===== src/hdl/ahb_apb_defines.svh =====
// ------------------------------------------------
// AHB to APB bridge configuration
// Bus widths, APB slave count and the address map
// ------------------------------------------------

`ifndef AHB_APB_DEFINES_SVH
`define AHB_APB_DEFINES_SVH

// Bus widths
`define AHB_ADDR_W 32
`define AHB_DATA_W 32

// Number of APB slaves behind the bridge
`define NUM_APB_SLAVES 4

// ------------------------------------------------
// Address map, inclusive ranges
// ------------------------------------------------
`define SLAVE0_BASE  32'h0000_0000
`define SLAVE0_LIMIT 32'h0000_0FFF

`define SLAVE1_BASE  32'h0000_1000
`define SLAVE1_LIMIT 32'h0000_1FFF

`define SLAVE2_BASE  32'h0000_2000
`define SLAVE2_LIMIT 32'h0000_2FFF

`define SLAVE3_BASE  32'h0000_3000
`define SLAVE3_LIMIT 32'h0000_3FFF

`endif


===== src/hdl/ahb_apb_pkg.sv =====
// ------------------------------------------------
// AHB to APB bridge types
// Transfer structs, select and read data vectors,
// APB state encoding
// ------------------------------------------------

`include "ahb_apb_defines.svh"

package ahb_apb_pkg;

  // ------------------------------------------------
  // AHB side
  // ------------------------------------------------

  // Transfer as captured in the address phase
  typedef struct packed {
    logic [`AHB_ADDR_W-1:0] addr;
    logic                   write;
  } ahb_xfer_t;

  // ------------------------------------------------
  // APB side
  // ------------------------------------------------

  // Outputs shared by every APB slave
  typedef struct packed {
    logic [`AHB_ADDR_W-1:0] paddr;
    logic                   pwrite;
    logic [`AHB_DATA_W-1:0] pwdata;
  } apb_req_t;

  // One bit per slave, at most one set
  typedef logic [`NUM_APB_SLAVES-1:0] sel_vec_t;

  // Read data of all slaves, slave 0 in the low word
  typedef logic [`NUM_APB_SLAVES-1:0][`AHB_DATA_W-1:0] rdata_vec_t;

  // APB master states, one-hot
  typedef enum logic [2:0] {
    IDLE   = 3'b001,
    SETUP  = 3'b010,
    ACCESS = 3'b100
  } apb_state_t;

endpackage


===== src/hdl/ahb_slave_port.sv =====
// ------------------------------------------------
// AHB slave port of the bridge
// Accepts NONSEQ/SEQ transfers, holds hready low
// through the data phase and returns read data
// ------------------------------------------------

`timescale 1ns/1ps

`include "ahb_apb_defines.svh"

module ahb_slave_port (
  input  logic                   hclk4,
  input  logic                   hreset_n4,

  // AHB slave interface
  input  logic                   hsel,
  input  logic [1:0]             htrans,
  input  logic [`AHB_ADDR_W-1:0] haddr,
  input  logic                   hwrite,
  output logic                   hready,
  output logic [`AHB_DATA_W-1:0] hrdata,

  // Completion from the APB master
  input  logic                   xfer_done,
  input  logic [`AHB_DATA_W-1:0] rdata,

  // Captured transfer and phase tracking
  output ahb_apb_pkg::ahb_xfer_t xfer,
  output logic                   data_phase,
  output logic                   accept
);

  // htrans encodings that carry a transfer
  localparam logic [1:0] HTRANS_NONSEQ = 2'b10;
  localparam logic [1:0] HTRANS_SEQ    = 2'b11;

  logic valid_xfer;

  // IDLE and BUSY are ignored, as is anything without hsel
  assign valid_xfer = hsel &&
                      ((htrans == HTRANS_NONSEQ) || (htrans == HTRANS_SEQ));

  // Address phase is only taken while no transfer is pending
  assign accept = valid_xfer && hready;

  // ------------------------------------------------
  // Phase control and read data
  // ------------------------------------------------
  always_ff @(posedge hclk4 or negedge hreset_n4) begin
    if (!hreset_n4) begin
      hready     <= 1'b1;
      data_phase <= 1'b0;
      hrdata     <= '0;
    end else begin
      if (accept) begin
        // Stall the master until the APB side finishes
        hready     <= 1'b0;
        data_phase <= 1'b1;
      end else if (xfer_done) begin
        hready     <= 1'b1;
        data_phase <= 1'b0;
        hrdata     <= rdata;
      end
    end
  end

  // ------------------------------------------------
  // Address phase capture
  // ------------------------------------------------

  // Held stable for the whole data phase
  always_ff @(posedge hclk4) begin
    if (accept) begin
      xfer.addr  <= haddr;
      xfer.write <= hwrite;
    end
  end

endmodule


===== src/hdl/apb_addr_decoder.sv =====
// ------------------------------------------------
// APB address decoder
// Registers a one-hot slave select from haddr at
// each accepted AHB address phase
// ------------------------------------------------

`timescale 1ns/1ps

`include "ahb_apb_defines.svh"

module apb_addr_decoder (
  input  logic                   hclk4,
  input  logic                   hreset_n4,
  input  logic [`AHB_ADDR_W-1:0] haddr,
  input  logic                   accept,
  output ahb_apb_pkg::sel_vec_t  slave_sel
);

  import ahb_apb_pkg::*;

  // Map as tables, slave 0 in the low entry
  localparam logic [`NUM_APB_SLAVES-1:0][`AHB_ADDR_W-1:0] BASE = {
    `SLAVE3_BASE,
    `SLAVE2_BASE,
    `SLAVE1_BASE,
    `SLAVE0_BASE
  };

  localparam logic [`NUM_APB_SLAVES-1:0][`AHB_ADDR_W-1:0] LIMIT = {
    `SLAVE3_LIMIT,
    `SLAVE2_LIMIT,
    `SLAVE1_LIMIT,
    `SLAVE0_LIMIT
  };

  sel_vec_t sel_next;

  // Range compare per slave
  // Unmapped address leaves every bit clear
  always_comb begin
    sel_next = '0;
    for (int i = 0; i < `NUM_APB_SLAVES; i++) begin
      if ((haddr >= BASE[i]) && (haddr <= LIMIT[i])) begin
        sel_next[i] = 1'b1;
      end
    end
  end

  // Select holds until the next accepted transfer
  always_ff @(posedge hclk4 or negedge hreset_n4) begin
    if (!hreset_n4) begin
      slave_sel <= '0;
    end else if (accept) begin
      slave_sel <= sel_next;
    end
  end

endmodule


===== src/hdl/apb_master_fsm.sv =====
// ------------------------------------------------
// APB master state machine
// Runs one transfer through IDLE, SETUP and ACCESS
// and muxes pready and prdata of the selected slave
// ------------------------------------------------

`timescale 1ns/1ps

`include "ahb_apb_defines.svh"

module apb_master_fsm (
  input  logic                       hclk4,
  input  logic                       hreset_n4,

  // Transfer from the AHB side
  input  ahb_apb_pkg::ahb_xfer_t     xfer,
  input  logic                       data_phase,
  input  ahb_apb_pkg::sel_vec_t      slave_sel,
  input  logic [`AHB_DATA_W-1:0]     hwdata,

  // APB master interface
  output ahb_apb_pkg::apb_req_t      apb_req,
  output ahb_apb_pkg::sel_vec_t      psel,
  output logic                       penable,
  input  logic [`NUM_APB_SLAVES-1:0] pready,
  input  ahb_apb_pkg::rdata_vec_t    prdata,

  // Completion back to the AHB side
  output logic                       xfer_done,
  output logic [`AHB_DATA_W-1:0]     rdata
);

  import ahb_apb_pkg::*;

  apb_state_t state;
  logic       ready_mux;

  // ------------------------------------------------
  // Slave response mux
  // ------------------------------------------------

  // No slave selected means an unmapped address
  // which completes at once
  assign ready_mux = (psel == '0) || (|(psel & pready));

  // Zero when nothing is selected
  always_comb begin
    rdata = '0;
    for (int i = 0; i < `NUM_APB_SLAVES; i++) begin
      if (psel[i]) begin
        rdata = rdata | prdata[i];
      end
    end
  end

  // Single cycle pulse at the completing edge
  assign xfer_done = (state == ACCESS) && ready_mux;

  // ------------------------------------------------
  // State machine
  // ------------------------------------------------
  always_ff @(posedge hclk4 or negedge hreset_n4) begin
    if (!hreset_n4) begin
      state   <= IDLE;
      psel    <= '0;
      penable <= 1'b0;
      apb_req <= '0;
    end else begin
      case (state)
        IDLE: begin
          if (data_phase) begin
            // hwdata is stable during the AHB data phase
            state          <= SETUP;
            psel           <= slave_sel;
            apb_req.paddr  <= xfer.addr;
            apb_req.pwrite <= xfer.write;
            apb_req.pwdata <= hwdata;
          end
        end

        SETUP: begin
          state   <= ACCESS;
          penable <= 1'b1;
        end

        ACCESS: begin
          // Wait states keep us here
          if (ready_mux) begin
            state   <= IDLE;
            psel    <= '0;
            penable <= 1'b0;
          end
        end

        default: begin
          state   <= IDLE;
          psel    <= '0;
          penable <= 1'b0;
        end
      endcase
    end
  end

endmodule


===== src/hdl/ahb_apb_bridge.sv =====
// ------------------------------------------------
// AHB to APB bridge, top level
// AHB slave port, address decoder and APB master
// on a single clock
// ------------------------------------------------

`timescale 1ns/1ps

`include "ahb_apb_defines.svh"

module ahb_apb_bridge (
  input  logic                       hclk4,
  input  logic                       hreset_n4,

  // AHB slave side
  input  logic                       hsel,
  input  logic [`AHB_ADDR_W-1:0]     haddr,
  input  logic [1:0]                 htrans,
  input  logic                       hwrite,
  input  logic [`AHB_DATA_W-1:0]     hwdata,
  output logic                       hready,
  output logic [`AHB_DATA_W-1:0]     hrdata,

  // APB master side
  output ahb_apb_pkg::apb_req_t      apb_req,
  output ahb_apb_pkg::sel_vec_t      psel,
  output logic                       penable,
  input  logic [`NUM_APB_SLAVES-1:0] pready,
  input  ahb_apb_pkg::rdata_vec_t    prdata
);

  import ahb_apb_pkg::*;

  ahb_xfer_t                xfer;
  sel_vec_t                 slave_sel;
  logic                     data_phase;
  logic                     accept;
  logic                     xfer_done;
  logic [`AHB_DATA_W-1:0]   rdata;

  ahb_slave_port u_ahb_slave_port (
    .hclk4      (hclk4),
    .hreset_n4  (hreset_n4),
    .hsel       (hsel),
    .htrans     (htrans),
    .haddr      (haddr),
    .hwrite     (hwrite),
    .hready     (hready),
    .hrdata     (hrdata),
    .xfer_done  (xfer_done),
    .rdata      (rdata),
    .xfer       (xfer),
    .data_phase (data_phase),
    .accept     (accept)
  );

  // Decoded in the address phase, alongside the capture
  apb_addr_decoder u_apb_addr_decoder (
    .hclk4     (hclk4),
    .hreset_n4 (hreset_n4),
    .haddr     (haddr),
    .accept    (accept),
    .slave_sel (slave_sel)
  );

  apb_master_fsm u_apb_master_fsm (
    .hclk4      (hclk4),
    .hreset_n4  (hreset_n4),
    .xfer       (xfer),
    .data_phase (data_phase),
    .slave_sel  (slave_sel),
    .hwdata     (hwdata),
    .apb_req    (apb_req),
    .psel       (psel),
    .penable    (penable),
    .pready     (pready),
    .prdata     (prdata),
    .xfer_done  (xfer_done),
    .rdata      (rdata)
  );

endmodule


===== config.mk =====
export PLATFORM = sky130hd
export DESIGN_NAME = ahb_apb_bridge
export DESIGN_NICKNAME = d
export VERILOG_FILES = /design/src/hdl/ahb_apb_pkg.sv /design/src/hdl/ahb_slave_port.sv /design/src/hdl/apb_addr_decoder.sv /design/src/hdl/apb_master_fsm.sv /design/src/hdl/ahb_apb_bridge.sv
export VERILOG_INCLUDE_DIRS = /design/src /design/src/hdl
export SDC_FILE = /design/constraint.sdc
export NUM_CORES = 1
export LEC_CHECK = 0
export BUFFER_PORTS_ARGS = -buffer_cell sky130_fd_sc_hd__buf_2
export CORE_MARGIN = 5
export CORE_UTILIZATION = 34
export CTS_CLUSTER_SIZE = 10
export DETAILED_ROUTE_END_ITERATION = 16
export PLACE_DENSITY = 0.63
export REMOVE_ABC_BUFFERS = 1
export SLEW_MARGIN = 20
export SYNTH_ARGS = -nofsm -noshare
export SYNTH_HDL_FRONTEND = slang
export SYNTH_SLANG_ARGS = --single-unit

===== constraint.sdc =====
create_clock -name hclk4 -period 2.24 [get_ports hclk4]
set_input_delay 0.448 -clock hclk4 [delete_from_list [all_inputs] [get_ports hclk4]]
set_output_delay 0.448 -clock hclk4 [all_outputs]
set_load 0.03 [all_outputs]

==> impl_metrics.tcl <==
set metrics [dict create \
    dp.cells 929 \
    nFillCells 1611 \
    start_util 0.348 \
    fin_crit_ns 2.00 \
    finalWorstSetupSlack_ns 0.243 \
    syn_inst 416 \
    drt_pre_antenna_iters 4 \
    grt_util_all_layers 0.163 \
    r2r_start "u_apb_master_fsm.psel[2]" \
    ctsResizeCount 0 \
    seq_power_share 0.343 \
    critPathLaunchType "flop" \
    cts_tree "done" \
    crit_arrival_ns 2.30 \
    crit_path_max_incr_delay_ns 0.36 \
    design_area_um2 8400 \
    drc 0 \
    routedWlPerCell_um 17.9 \
    final_antenna_net_count 0 \
    ys_warn_count 0 \
    worstSetupPathType "reg2reg" \
    slew_violations 0 \
    htreeDepth 4 \
    switchingPower_mw 4.68 \
    syn_to_final_growth_pct 39.2 \
    ys.flop_type "dfrtp_1" \
    grt_pass1_vias 5044 \
    synth_edf_count 33 \
    met1_usage 0.187 \
    core-area_um2 17400 \
    antenna_found_initial 2 \
    fin_worst_skew_ns 0.00750 \
    viasPerCell 4.84 \
    postPlaceCellArea_um2 7790 \
    vdd_ir_drop_max_mv 0.727 \
    drv_cap 0 \
    cp_max_fo 35 \
    cts_buffers 17 \
    pin_count 305 \
    clockBufferDepth 2 \
    dieArea_um2 20500 \
    grt-ovfl-total 0 \
    grt_use_met3 0.0378 \
    p_clk_frac 0.237 \
    row_count 48 \
    ys_ff_latch 144 \
    crit_required_ns 2.54 \
    hpwlAfterDp_um 13400 \
    busiest_layer "met2" \
    final_hold_viol_count 0 \
    async_flop_share 0.771 \
    grt_max_degree 68 \
    grt_pass1_wl_um 26000 \
    p_sw_frac 0.385 \
    crit_path_top_delay_cell "mux2_2" \
    fin_total_pwr_mw 12.2 \
    synth_cell_types 34 \
    cp-startpoint "u_apb_master_fsm.psel[2]" \
    clk_pin_slew_worst_paths_ns 0.06 \
    syn_avg_cell_area_um2 14.5 \
    p_per_area_nw_per_um2 1450 \
    clock_latency_ns 0.41 \
    slew_headroom 0.609 \
    postCtsSetupBuffers 0 \
    ff2ff_path_depth 6 \
    r2r-end "u_ahb_slave_port.hrdata[19]" \
    endpoint "u_ahb_slave_port.hrdata[19]" \
    endpoint_kind "flop" \
    place.port_buffers 303 \
    dieWidth_um 143 \
    drive_gt1_frac 0.599 \
    place.gp.congestion 0.951 \
    setup_viol 0 \
    fin_crit_sh 0.891 \
    nets 925 \
    max_freq_mhz 501 \
    ctsHoldBuffers 0 \
    syn-cell-area_um2 6040 \
    fp.dieH_um 143 \
    grt_setup_unrepaired "no" \
    p_leak_nw 4.05 \
    root_buffer "clkbuf_16" \
    vias 4665 \
    met2_usage 0.296 \
    tightest_slew_ns 0.586 \
    reg2reg_slack_ns 0.24 \
    power.internal_mw 7.48 \
    first_iter_violations 211 \
    power_frac_comb 0.421 \
    wl_um 17200 \
    hold_class "in2async" \
    seq_area_frac_synth 0.625 \
    status "finished clean" \
    dp_slack_ns 0.245 \
    cp_cell_sequence "buf_4 > a22oi_1 > nand3_1 > and4b_2 > buf_12 > mux2_2" \
    final_cells 963 \
    cts.sinks 144 \
]
==> synth_stat cells, types with 3 or more instances <==
library cell  instances  share of area
a21oi_1               3         0.0025
a22oi_1              66          0.082
buf_2                 4         0.0033
buf_4                 4         0.0050
clkbuf_1             15         0.0093
dfrtp_1             109           0.45
edfxtp_1             33           0.16
inv_1                 7         0.0044
mux2_1                8          0.015
mux2_2               69           0.13
mux2_4               20          0.050
mux2i_1               4         0.0066
nand2_1              39          0.024
nor2_1                4         0.0025
nor4_1                4         0.0041
==> per-layer routing <==
layer	routed length (um)	part of all wire
met1	6360	0.37
met2	9530	0.55
met3	1060	0.061
met4	256	0.015
met5	0	0
==> cells in the final DEF (no fill, tap or decap), types with 2 or more instances in the layout <==
cell	instances
a21oi_1	3
mux2i_1	4
buf_4	11
buf_12	3
mux2_4	20
mux2_1	8
nor4_1	4
nor2_1	4
dfrtp_1	109
clkinv_2	3
inv_6	4
mux2_2	69
o21ai_0	2
clkbuf_16	17
buf_2	302
bufinv_16	3
a32o_1	2
nand2_1	39
inv_1	7
nand4_1	2
clkinv_4	2
nand3_1	2
dfstp_2	2
nand2b_1	2
diode_2	2
edfxtp_1	33
a22oi_1	66
clkbuf_1	2
==> final cells by class <==
type,instances,area [um^2],share of cell area
Clock buffer,20,447,0.0532
Tap cell,225,282,0.0335
Timing Repair Buffer,316,1650,0.197
Multi-Input combinational cell,237,2060,0.245
Antenna cell,2,5.00,0.000596
Inverter,7,26.3,0.00313
Sequential cell,144,3770,0.449
Clock inverter,12,158,0.0188
==> critical path: cells and delay by family, from the launching register on <==
| kind | cells | cell delay (ns) |
|---|---|---|
| buf+inv | 2 | 0.59 |
| simple gates | 2 | 0.37 |
| mux | 1 | 0.36 |
| flops | 1 | 0.35 |
| compound gates | 1 | 0.19 |
==> power groups by stage <==
stage               sequential, mW  clock, mW  combinational [mW]
floorplan                     5.99          0                1.61
global placement              4.17          0                5.09
detailed placement            4.22          0                5.20
CTS                           4.18       2.97                5.21
global route                  4.29       3.11                5.40
finish                        4.17       2.88                5.12
==> worst min path at each step <==
stage	from	endpoint	depth (start not counted)
3_3_place_gp	u_ahb_slave_port.xfer[2]	u_apb_master_fsm.apb_req[34]	1
6_report	hreset_n4	u_apb_master_fsm.apb_req[37]	1
4_1_cts	hreset_n4	u_apb_master_fsm.apb_req[37]	1
2_1_floorplan	hreset_n4	u_ahb_slave_port.data_phase	0
3_5_place_dp	u_ahb_slave_port.xfer[30]	u_apb_master_fsm.apb_req[62]	1
5_1_grt	hreset_n4	u_apb_master_fsm.apb_req[37]	1
==> registers in the layout (all words and copies together) (netlist names) <==
name                          count
u_apb_master_fsm.apb_req         65
u_ahb_slave_port.xfer            33
u_ahb_slave_port.hrdata          32
u_apb_addr_decoder.slave_sel      4
u_apb_master_fsm.psel             4
u_apb_master_fsm.state            3
u_ahb_slave_port.data_phase       1
u_ahb_slave_port.hready           1
u_apb_master_fsm.penable          1
==> logic make-up (layout without fill, tap and decap cells) <==
family / Yosys count / count (layout) / synth area share
AO/OA/AOI/OAI: 78 / 78 / 0.0960
buffers and inverters: 35 / 355 / 0.0348
flip-flops: 144 / 144 / 0.625
multiplexers: 101 / 101 / 0.200
other: 0 / 2 / 0
AND/OR/NAND/NOR: 58 / 58 / 0.0444
==> through the flow <==
step | hold slack, ns | utilization | setup TNS (ns)
final | 0.0118 | 0.484 | 0
after floorplan | 0.152 | - | -128.82
after detailed placement | 0.466 | 0.449 | 0
after global routing | 0.0472 | 0.484 | 0
after CTS | 0.0314 | 0.484 | 0
after global placement | 0.457 | 0.449 | 0
Power figures use the tool's default switching activity.
